**config.mk**
```make
export PLATFORM = sky130hd
export DESIGN_NAME = lane_driver
export DESIGN_NICKNAME = d
export VERILOG_FILES = /design/src/common/lane_inst_pkg.sv /design/src/common/lane_geom_pkg.sv /design/src/logic/lane_driver.sv /design/src/logic/read_valid_tracker.sv /design/src/logic/byte_enable_gen.sv /design/src/logic/vrf_addr_counter.sv /design/src/sequencer/lane_sequencer.sv
export SDC_FILE = /design/constraint.sdc
export NUM_CORES = 1
export LEC_CHECK = 0
export BUFFER_PORTS_ARGS = -buffer_cell sky130_fd_sc_hd__clkbuf_2
export CAP_MARGIN = 20
export CORE_MARGIN = 3
export CORE_UTILIZATION = 45
export CTS_CLUSTER_SIZE = 25
export DETAILED_ROUTE_END_ITERATION = 7
export GPL_TIMING_DRIVEN = 0
export PLACE_DENSITY = 0.74
export SETUP_SLACK_MARGIN = 0.3
export SYNTH_ARGS = -nofsm -noshare
export SYNTH_HDL_FRONTEND = slang
export SYNTH_SLANG_ARGS = --single-unit
export TNS_END_PERCENT = 1
```
**constraint.sdc**
```tcl
create_clock -name clk_i -period 5.9 [get_ports clk_i]
set_clock_uncertainty 0.2 [all_clocks]
set_input_delay 0.295 -clock clk_i [delete_from_list [all_inputs] [get_ports clk_i]]
set_output_delay 0.295 -clock clk_i [all_outputs]
set_load 0.03 [all_outputs]
```
**src/common/lane_inst_pkg.sv**
```systemverilog
`default_nettype none

package lane_inst_pkg;

    // Instruction kinds with code 3 left unsupported
    typedef logic [1:0] inst_kind_t;

    localparam inst_kind_t KIND_NORMAL = 2'd0;
    localparam inst_kind_t KIND_STORE  = 2'd1;
    localparam inst_kind_t KIND_LOAD   = 2'd2;

    // Element width of reads and writes
    typedef logic [1:0] ew_t;

    localparam ew_t EW_BYTE = 2'd0;
    localparam ew_t EW_HALF = 2'd1;
    localparam ew_t EW_WORD = 2'd2;
    localparam ew_t EW_NONE = 2'd3;  // Write disabled

    // Source operands with their own read port
    localparam int N_OPERANDS = 3;

endpackage

`default_nettype wire

```
**src/common/lane_geom_pkg.sv**
```systemverilog
`default_nettype none

package lane_geom_pkg;

    ////////////////////////////////////////////////////////////
    // Lane group geometry
    ////////////////////////////////////////////////////////////
    localparam int LANES_DEF       = 8;    // Lanes in one group
    localparam int MEM_DEPTH       = 512;  // VRF words per lane
    localparam int MAX_VL_PER_LANE = 256;

    localparam int ADDR_W  = $clog2(MEM_DEPTH);
    localparam int VL_W    = $clog2(LANES_DEF * MAX_VL_PER_LANE) + 1;  // Holds vl of 2048
    localparam int STEP_W  = $clog2(2 * MAX_VL_PER_LANE);            // Delay plus reads
    localparam int DELAY_W = 8;
    localparam int BWEN_W  = 4;

    // Vector register file word address
    typedef logic [ADDR_W-1:0]  addr_t;
    // Vector length in elements
    typedef logic [VL_W-1:0]    vl_t;
    typedef logic [STEP_W-1:0]  step_t;   // Sequencer step
    typedef logic [DELAY_W-1:0] delay_t;  // Pipeline delay
    typedef logic [BWEN_W-1:0]  bwen_t;   // Byte enables of one lane

endpackage

`default_nettype wire
```
**src/logic/lane_driver.sv**
```systemverilog
`timescale 1ns/1ns
`default_nettype none

module lane_driver
    import lane_geom_pkg::*;
    import lane_inst_pkg::*;
#(
    parameter int LANES = LANES_DEF
) (
    input  wire                          clk_i,
    input  wire                          rst_i,

    // Instruction
    input  wire                          start_i,
    input  wire inst_kind_t              kind_i,
    input  wire vl_t                     vl_i,
    input  wire ew_t                     vsew_i,
    input  wire ew_t                     wdata_ew_i,
    input  wire delay_t                  delay_i,
    input  wire                          mask_en_i,
    input  wire addr_t [N_OPERANDS-1:0]  start_raddr_i,
    input  wire addr_t                   start_waddr_i,
    output logic                         ready_o,

    // Load unit
    input  wire                          load_valid_i,
    input  wire                          load_last_i,
    input  wire bwen_t [LANES-1:0]       load_bwen_i,
    output logic                         ready_for_load_o,

    output logic                         store_data_valid_o,
    output logic [LANES-1:0]             read_valid_o,

    // VRF and VMRF
    output addr_t [N_OPERANDS-1:0]       vrf_raddr_o,
    output addr_t                        vrf_waddr_o,
    output bwen_t [LANES-1:0]            vrf_bwen_o,
    output step_t                        vmrf_addr_o,
    output logic                         vmrf_wen_o
);

    logic  rd_load;
    logic  rd_en;
    logic  wr_load;
    logic  wr_en;
    logic  write_active;
    logic  load_write;
    ew_t   wr_ew;
    ew_t   wr_cnt_ew;
    bwen_t bwen;

    // Load beats are whole words
    assign wr_cnt_ew = (kind_i == KIND_LOAD) ? EW_WORD : wdata_ew_i;

    lane_sequencer #(.LANES(LANES)) u_seq (
        .clk_i, .rst_i, .start_i, .kind_i, .vl_i, .delay_i,
        .wr_ew_i(wdata_ew_i), .mask_en_i, .ready_o, .load_valid_i, .load_last_i,
        .rd_load_o(rd_load), .rd_en_o(rd_en), .wr_load_o(wr_load), .wr_en_o(wr_en),
        .write_active_o(write_active), .wr_ew_o(wr_ew), .load_write_o(load_write),
        .ready_for_load_o, .store_data_valid_o, .vmrf_wen_o, .vmrf_addr_o
    );

    for (genvar p = 0; p < N_OPERANDS; p++) begin : g_raddr
        vrf_addr_counter u_raddr (
            .clk_i, .rst_i, .start_addr_i(start_raddr_i[p]), .load_i(rd_load),
            .en_i(rd_en), .ew_i(vsew_i), .addr_o(vrf_raddr_o[p])
        );
    end

    vrf_addr_counter u_waddr (
        .clk_i, .rst_i, .start_addr_i(start_waddr_i), .load_i(wr_load),
        .en_i(wr_en), .ew_i(wr_cnt_ew), .addr_o(vrf_waddr_o)
    );

    byte_enable_gen u_bwen (
        .clk_i, .rst_i, .active_i(write_active), .ew_i(wr_ew), .bwen_o(bwen)
    );

    read_valid_tracker #(.LANES(LANES)) u_valid (
        .clk_i, .rst_i, .load_i(rd_load), .shift_i(rd_en), .vl_i, .valid_o(read_valid_o)
    );

    // Same pattern on every lane unless a load beat is written
    assign vrf_bwen_o = load_write ? load_bwen_i : {LANES{bwen}};

endmodule

`default_nettype wire

```
**src/logic/read_valid_tracker.sv**
```systemverilog
`timescale 1ns/1ns
`default_nettype none

module read_valid_tracker
    import lane_geom_pkg::*;
#(
    parameter int LANES = LANES_DEF
) (
    input  wire              clk_i,
    input  wire              rst_i,
    input  wire              load_i,   // Instruction accepted
    input  wire              shift_i,  // Read cycle
    input  wire vl_t         vl_i,
    output logic [LANES-1:0] valid_o
);

    localparam int LANE_BITS = $clog2(LANES);

    vl_t base;             // Elements every lane gets
    vl_t rem;              // Lanes with one extra
    vl_t cnt_d [LANES];
    vl_t cnt_q [LANES];
    vl_t step_q;

    assign base = vl_i >> LANE_BITS;
    assign rem  = vl_i & vl_t'(LANES - 1);

    always_comb begin
        for (int i = 0; i < LANES; i++) begin
            cnt_d[i] = (vl_t'(i) < rem) ? base + 1'b1 : base;
        end
    end

    always_ff @(posedge clk_i) begin
        if (load_i) begin
            cnt_q <= cnt_d;
        end
    end

    // Flags show the step the sequencer is in
    always_ff @(posedge clk_i) begin
        if (!rst_i) begin
            step_q  <= '0;
            valid_o <= '0;
        end else if (load_i) begin
            step_q <= '0;
            for (int i = 0; i < LANES; i++) begin
                valid_o[i] <= (cnt_d[i] != '0);
            end
        end else if (shift_i) begin
            step_q <= step_q + 1'b1;
            for (int i = 0; i < LANES; i++) begin
                valid_o[i] <= ((step_q + 1'b1) < cnt_q[i]);  // Next step still live
            end
        end else begin
            valid_o <= '0;
        end
    end

endmodule

`default_nettype wire

```
**src/logic/byte_enable_gen.sv**
```systemverilog
`timescale 1ns/1ns
`default_nettype none

module byte_enable_gen
    import lane_geom_pkg::*;
    import lane_inst_pkg::*;
(
    input  wire        clk_i,
    input  wire        rst_i,
    input  wire        active_i,  // Normal write cycle
    input  wire ew_t   ew_i,
    output bwen_t      bwen_o
);

    logic [3:0] rot4_q;  // Byte lane one-hot
    logic [1:0] rot2_q;  // Halfword one-hot

    always_ff @(posedge clk_i) begin
        if (!rst_i) begin
            rot4_q <= 4'b0001;
            rot2_q <= 2'b01;
        end else if (!active_i) begin
            // Every write burst starts at byte 0
            rot4_q <= 4'b0001;
            rot2_q <= 2'b01;
        end else begin
            rot4_q <= {rot4_q[2:0], rot4_q[3]};
            rot2_q <= {rot2_q[0], rot2_q[1]};
        end
    end

    always_comb begin
        if (!active_i) begin
            bwen_o = '0;
        end else begin
            case (ew_i)
                EW_BYTE: bwen_o = rot4_q;
                EW_HALF: bwen_o = {{2{rot2_q[1]}}, {2{rot2_q[0]}}};
                EW_WORD: bwen_o = 4'b1111;
                default: bwen_o = '0;  // No write
            endcase
        end
    end

endmodule

`default_nettype wire

```
**src/logic/vrf_addr_counter.sv**
```systemverilog
`timescale 1ns/1ns
`default_nettype none

module vrf_addr_counter
    import lane_geom_pkg::*;
    import lane_inst_pkg::*;
(
    input  wire        clk_i,
    input  wire        rst_i,
    input  wire addr_t start_addr_i,
    input  wire        load_i,      // Start of instruction
    input  wire        en_i,        // Advance one element
    input  wire ew_t   ew_i,
    output addr_t      addr_o
);

    addr_t      base_q;
    step_t      idx_q;     // Element index within the lane
    logic [1:0] shift_q;
    logic [1:0] shift_d;

    // Four bytes or two halfwords share one word
    always_comb begin
        case (ew_i)
            EW_BYTE:          shift_d = 2'd2;
            EW_HALF:          shift_d = 2'd1;
            EW_WORD, EW_NONE: shift_d = 2'd0;
            default:          shift_d = 2'd0;
        endcase
    end

    always_ff @(posedge clk_i) begin
        if (!rst_i) begin
            idx_q <= '0;
        end else if (load_i) begin
            idx_q <= '0;
        end else if (en_i) begin
            idx_q <= idx_q + 1'b1;
        end
    end

    // Base and width held for the whole instruction
    always_ff @(posedge clk_i) begin
        if (load_i) begin
            base_q  <= start_addr_i;
            shift_q <= shift_d;
        end
    end

    assign addr_o = base_q + addr_t'(idx_q >> shift_q);

endmodule

`default_nettype wire

```
**src/sequencer/lane_sequencer.sv**
```systemverilog
`timescale 1ns/1ns
`default_nettype none

module lane_sequencer
    import lane_geom_pkg::*;
    import lane_inst_pkg::*;
#(
    parameter int LANES = LANES_DEF
) (
    input  wire        clk_i,
    input  wire        rst_i,

    // Instruction handshake
    input  wire        start_i,
    input  wire inst_kind_t kind_i,
    input  wire vl_t   vl_i,
    input  wire delay_t delay_i,
    input  wire ew_t   wr_ew_i,
    input  wire        mask_en_i,
    output logic       ready_o,

    // Load unit beats
    input  wire        load_valid_i,
    input  wire        load_last_i,

    // Counter and tracker control
    output logic       rd_load_o,
    output logic       rd_en_o,
    output logic       wr_load_o,
    output logic       wr_en_o,
    output logic       write_active_o,
    output ew_t        wr_ew_o,

    output logic       load_write_o,
    output logic       ready_for_load_o,
    output logic       store_data_valid_o,
    output logic       vmrf_wen_o,
    output step_t      vmrf_addr_o
);

    localparam int LANE_BITS = $clog2(LANES);

    typedef enum logic [1:0] {
        IDLE,
        NORMAL_RUN,
        STORE_RUN,
        LOAD_RUN
    } state_t;

    state_t state_q, state_d;

    step_t  step_q;    // Cycles since run start
    step_t  w_q;       // Write index of normal writes
    logic   ready_q;

    // Fields taken at acceptance
    step_t  r_q;       // Read cycles
    delay_t delay_q;
    ew_t    ew_q;
    logic   mask_q;

    step_t  r_d;
    step_t  wr_last;
    logic   accept;
    logic   beat;
    logic   rd_phase;
    logic   wr_phase;

    assign accept = start_i && ready_q;
    assign beat   = (state_q == LOAD_RUN) && load_valid_i;

    // ceil(vl / LANES)
    assign r_d     = step_t'((vl_i + vl_t'(LANES - 1)) >> LANE_BITS);
    assign wr_last = step_t'(delay_q) + r_q;

    assign rd_phase = ((state_q == NORMAL_RUN) || (state_q == STORE_RUN)) && (step_q < r_q);
    assign wr_phase = (state_q == NORMAL_RUN) && (step_q > step_t'(delay_q))
                      && (step_q <= wr_last);

    ////////////////////////////////////////////////////////////
    // State machine
    ////////////////////////////////////////////////////////////
    always_comb begin
        state_d = state_q;
        case (state_q)
            IDLE: begin
                if (accept) begin
                    case (kind_i)
                        KIND_NORMAL: state_d = NORMAL_RUN;
                        KIND_STORE:  state_d = STORE_RUN;
                        KIND_LOAD:   state_d = LOAD_RUN;
                        default:     state_d = IDLE;  // Costs one busy cycle
                    endcase
                end
            end
            NORMAL_RUN: begin
                if (step_q == wr_last) state_d = IDLE;  // Last write done
            end
            STORE_RUN: begin
                if (step_q == r_q - 1'b1) state_d = IDLE;
            end
            LOAD_RUN: begin
                if (beat && load_last_i) state_d = IDLE;
            end
            default: state_d = IDLE;
        endcase
    end

    always_ff @(posedge clk_i) begin
        if (!rst_i) begin
            state_q <= IDLE;
            ready_q <= 1'b1;
            step_q  <= '0;
            w_q     <= '0;
        end else begin
            state_q <= state_d;

            if (accept) begin
                ready_q <= 1'b0;
            end else if (state_d == IDLE) begin
                ready_q <= 1'b1;
            end

            if ((state_q == NORMAL_RUN) || (state_q == STORE_RUN)) begin
                step_q <= step_q + 1'b1;
            end else begin
                step_q <= '0;
            end

            if (state_q == IDLE) begin
                w_q <= '0;
            end else if (wr_phase) begin
                w_q <= w_q + 1'b1;
            end
        end
    end

    always_ff @(posedge clk_i) begin
        if (accept) begin
            r_q     <= r_d;
            delay_q <= delay_i;
            ew_q    <= wr_ew_i;
            mask_q  <= mask_en_i;
        end
    end

    ////////////////////////////////////////////////////////////
    // Outputs
    ////////////////////////////////////////////////////////////
    assign ready_o   = ready_q;
    assign rd_load_o = accept && ((kind_i == KIND_NORMAL) || (kind_i == KIND_STORE));
    assign wr_load_o = accept && ((kind_i == KIND_NORMAL) || (kind_i == KIND_LOAD));
    assign rd_en_o   = rd_phase;
    assign wr_en_o   = wr_phase || beat;  // Load beats step the write address

    assign write_active_o     = wr_phase;
    assign wr_ew_o            = ew_q;
    assign load_write_o       = beat;
    assign ready_for_load_o   = (state_q == LOAD_RUN);
    assign store_data_valid_o = (state_q == STORE_RUN);
    assign vmrf_wen_o         = wr_phase && mask_q;
    assign vmrf_addr_o        = w_q;

endmodule

`default_nettype wire

```
; Word-level counts from Yosys, hierarchy flattened
; Index checks and enable logic that the tools add are counted.
[totals]
output_inout_bits = 89
elab_cells = 143
input_bits = 100
register_bits = 239
[classes]
mux = 24
reduce_logical = 35
n_eq_ne = 15
n_addsub = 15
magnitude_cmp = 19
shifts = 4
n_bitwise = 1
[op_table]
columns = cell, n
row1 = 12-bit less-than comparator, 8
row2 = 12-bit two-way mux, 8
row3 = 12-bit nonzero test, 8
row4 = 9-bit by 1-bit adder with 9-bit output (second input constant), 6
row5 = 9-bit adder, 4
row6 = 9-bit by 2-bit >> shifter with 9-bit output, 4
row7 = 32-bit two-way mux, 1
row8 = 9-bit equality test, 2
row9 = 2-bit case mux with 3 select lines, 3
row10 = 2-bit equality test (second input constant), 8
row11 = 8-bit two-way mux, 2
row12 = 12-bit by 1-bit adder with 12-bit output (second input constant), 1
row13 = 12-bit by 3-bit adder with 12-bit output (second input constant), 1
row14 = 2-bit zero test, 6
row15 = 3-bit less-than comparator (first input constant), 4
row16 = 4-bit case mux with 3 select lines, 1
row17 = 9-bit by 1-bit adder with 10-bit output (second input constant), 1
row18 = 2-bit by 1-bit equality test with 1-bit output (second input constant), 5
row19 = 2-bit two-way mux, 5
row20 = 2-bit OR reduction, 5
row21 = 8-bit by 9-bit adder with 9-bit output, 1
row22 = 9-bit by 8-bit greater-than comparator with 1-bit output, 1
row23 = 9-bit <= comparator, 1
row24 = 1-bit logical AND, 9
row25 = other kinds (11), 18

; Depth between registers and ports, before layout
[depth]
word_depth = 8
mapped_depth = 17
depth_no_buf = 16

; By module
; A second synthesis with hierarchy kept.
[unflattened]
cells_unflattened = 1549
hier_area_um2 = 15003.1
[modules_own_cells]
columns = module, instances, area_per_inst_um2, cells_per_inst, seq_area_each_um2
row1 = read_valid_tracker, 1, 6336.1, 626, 2772.7
row2 = vrf_addr_counter, 4, 1253.7, 125, 510.5
row3 = lane_sequencer, 1, 3032.9, 321, 1021.0
row4 = lane_driver, 1, 397.9, 79, 0.0
row5 = byte_enable_gen, 1, 221.5, 23, 120.1

; Worst setup path before layout
; OpenSTA, ideal clock, no wires.
[synth_timing]
path_kind = reg-to-reg
start = register u_seq.ready_q, in the netlist u_seq.ready_o
end = register u_valid.valid_o[1]
setup_time_ns = 0.106
t_arrival_ns = 4.612
setup_slack_ns = 0.982
synth_period_minus_slack_ns = 4.918
path_buffers = 0
required_time_ns = 5.594
path_stages_with_launch = 8
path_cell_list = dfxtp_1 nand2_1 inv_1 o21ai_0 inv_1 nand2_1 o41a_1 a211oi_1
[synth_via]
elab_chain_cells = 3
[synth_lines]
columns = element, line_no
row1 = start: declaration, lane_sequencer.sv:54  ; logic ready_q;
row2 = start signal: assignment, lane_sequencer.sv:112  ; ready_q <= 1'b1;
row3 = start signal: assignment, lane_sequencer.sv:119  ; ready_q <= 1'b0;
row4 = start signal: assignment, lane_sequencer.sv:121  ; ready_q <= 1'b1;
row5 = 1-bit logical AND, lane_sequencer.sv:69  ; assign accept = start_i && ready_q;
row6 = via u_seq.accept, lane_sequencer.sv:64  ; logic accept;
row7 = 1-bit logical AND, lane_sequencer.sv:151  ; assign rd_load_o = accept && ((kind_i == KIND_NORMAL) || (kind_i == KIND_STORE));
row8 = via g_raddr[0].u_raddr.load_i, vrf_addr_counter.sv:11  ; input wire load_i,
row9 = 8-bit two-way mux, read_valid_tracker.sv:45  ; end else if (load_i) begin
row10 = end signal: indexed assignment, read_valid_tracker.sv:48  ; valid_o[i] <= (cnt_d[i] != '0);
row11 = end signal: indexed assignment, read_valid_tracker.sv:53  ; valid_o[i] <= ((step_q + 1'b1) < cnt_q[i]);
row12 = end: declaration, read_valid_tracker.sv:14  ; output logic [LANES-1:0] valid_o
; The timed path passes the listed nets, and every way through them passes these cells.
; A chain may end at the register's enable or synchronous reset.

==> metrics.cfg <==
[logic_synthesis]
synth_cell_types = 80
ys_warn_count = 0
synth_cells = 1547
synth_ff_type = edfxtp_1
synth_top_area_share_pct = 28.1
synth_area_um2 = 14900
syn_nets = 1808
synth.area.top_cells = edfxtp_1, ha_1, dfxtp_1
synth-seq-area-share_pct = 39.3
synth_edf_count = 139
synth_top_cell_by_area = edfxtp_1
synth-seq-cells = 222
syn_avg_cell_area_um2 = 9.60
async_flop_share_pct = 0

[timing]
relSlewSlack_pct = 24.0
fmax_mhz = 186
fin_crit_sh_pct = 91.0
tightest_slew_ps = 1140
rsz0062_at_grt = no
slew_violations = 0
finalSetupViolations = 0
fin_setup_tns_ps = 0
finalHoldViolCount = 0
setup_slack_ps = 532
finalCriticalPeriod_ps = 5370

[routing]
drt-vias-per-instance = 5.49
drt-initial-drc-count = 982
vias = 12500
wl_mm = 40.7
wl_per_cell_um = 17.8
first_pass_iters = 7
antenna_left = 0
remaining_drc_errors = 0

[clock_network]
cts_setup_buffers = 0
clock-root-buffer = clkbuf_16
path_clk_slew_ps = 60
worstSkewPairLatency_ps = 530
tritoncts = done
cts_buffer_depth = 3
htreeDepth = 1
cts_buffers = 26
clock-sinks = 222
postCtsResizedCells = 0

[cells_and_area]
stdcell_area_um2 = 17900
final_common_cell = clkbuf_2
fin_util_pct = 55.8
fillers = 2845
fin_cells = 2286
area_growth_syn_to_layout_pct = 20.4
final_cell_mix = clkbuf_2, ha_1, edfxtp_1
layout-drive-gt1-share_pct = 15.7
final_nets = 2091

[placed_design]
dp_slack_ps = 1150
gp_congestion = 0.964
dp_hpwl_mm = 30.0
place_area_um2 = 16400
io_buffers = 187
placed_cells = 2177

[worst_setup_path]
startpoint_type = flop
cp.arrival_ps = 4870
path_common_cell = a21oi_1
cp_top_family = compound AO/OA/AOI/OAI gates
end_kind = primary output
cp_slowest_cell = edfxtp_1
path_buf_inv = 1
worstPathCellList = ha_1 -> fa_1 -> a21o_1 -> a21oi_1 -> o21bai_1 -> a21oi_1 -> xor2_1 -> ha_1 -> a211o_1 -> a21oi_1 -> o21ai_1 -> o221a_2 -> nor2_4 -> o311a_1 -> a21o_1 -> clkbuf_2
critPathMaxStageDelay_ps = 470
crit_type = reg -> out
cp.required_ps = 5410
path_max_fanout = 9

[floorplan]
rows = 65
chipWidth_um = 188
die_h_um = 188
core_area_um2 = 32000
die_area_um2 = 35200
ioPinCount = 189
initial_core_util_pct = 46.3

[power]
p_leak_uw = 0.00812
p_per_area_nw_per_um2 = 227
ir_worst_vdd_mv = 0.205

[worst_hold_path]
worstHoldPathType = in -> reg

[global_routing]
gr-usage-all-layers_pct = 22.8
grt_first_pass_wirelength_mm = 66.0
grt_max_degree = 57
antenna_found_initial = 0
grt_pass1_vias = 12600
overflow = 0

[job]
max_cap_viol_count = 0

[outcome]
status = completed

## flip-flops by register name, summed over array words and instances, names as in the netlist
name and count:
g_raddr.u_raddr.shift_q 2, u_waddr.base_q 9, u_valid.valid_o 8, u_seq.step_q 9, g_raddr.u_raddr.base_q 27, u_waddr.idx_q 9, u_seq.r_q 9, u_bwen.rot2_q 2
u_waddr.shift_q 2, u_valid.step_q 12, u_seq.wr_ew_o 2, u_seq.ready_o 1, u_valid.cnt_q 79, u_seq.mask_q 1, u_seq.delay_q 8, u_seq.vmrf_addr_o 9
u_seq.state_q 2, u_bwen.rot4_q 4, g_raddr.u_raddr.idx_q 27
## area by class of cell
type,instances,area (um^2),share of cell area (%)
well taps,435,544,3.04
clock inverters,12,128,0.714
inverters,138,520,2.91
clock buffers,36,739,4.13
plain buffers,64,269,1.50
diodes,1,2.50,0.0140
flip-flops and latches,222,5840,32.6
multi-input cells,1123,8230,46.0
repair buffers,255,1620,9.05
## report_power, final
group	total, uW	switching (uW)	internal [uW]	leakage (uW)
Combinational	662	411	250	0.00574
Sequential	1770	38.5	1730	0.00196
Clock	1620	656	966	0.000422
Total	4050	1110	2950	0.00812
## per-stage QoR
stage	hold slack, ps	power (uW)
final	74.5	4050
after CTS	36.8	4090
after global placement	230	2410
after floorplan	194	2220
after detailed placement	238	2430
after global routing	79.3	4220
## tightest hold or removal path: cells and delay by family
family | cells | cell delay, ps
adder cells (fa/ha/maj) | 1 | 190
AND/OR/NAND/NOR | 1 | 60
buffers and inverters | 1 | 100
## final timing paths
check,from,to,slack [ps],cells past startpoint
max,u_seq.r_q[0],vrf_bwen_o[3],530,16
min,kind_i[1],u_waddr.shift_q[0],70,3
max reg2reg,u_seq.r_q[0],u_bwen.rot2_q[0],1480,16
min reg2reg,u_bwen.rot2_q[1],u_bwen.rot2_q[0],250,1
## repair_timing
item / 4_1_cts / 5_1_grt
endpoints found under the setup margin: 0 / 0
hold buffers: 60 / 0
endpoints found under the hold margin: 61 / 0
## metal layers
metal / vias up / GRT usage (%) / wire [um]
met2: 454 / 38.9 / 19300
met4: 0 / 8.57 / 1550
met3: 83 / 3.42 / 2450
met5: - / 0 / 0
met1: 5926 / 29.3 / 17400
li1: 6079 / - / -
## cells by family (layout without fill, tap and decap cells)
logic type	after synthesis	after routing	share of synthesized area, %
buf+inv	202	505	5.30
compound gates	320	320	14.3
simple gates	436	436	14.1
other cells	0	1	0
fa+ha+maj	161	161	13.8
flops	222	222	39.3
xor+xnor	165	165	9.73
mux	41	41	3.50
## Yosys cell counts (12+ instances only)
library cell / number
dfxtp_1: 83
xnor2_1: 110
nand3_1: 31
clkbuf_1: 36
nor2_1: 124
nand4_1: 22
a21o_1: 52
inv_1: 135
o21ai_0: 61
a21oi_1: 91
or3_1: 16
mux2i_1: 26
nor3_1: 27
o21a_1: 12
ha_1: 156
xor2_1: 55
edfxtp_1: 139
nand2_1: 129
and3_1: 19
buf_2: 16
(Power assumes the default switching activity.)
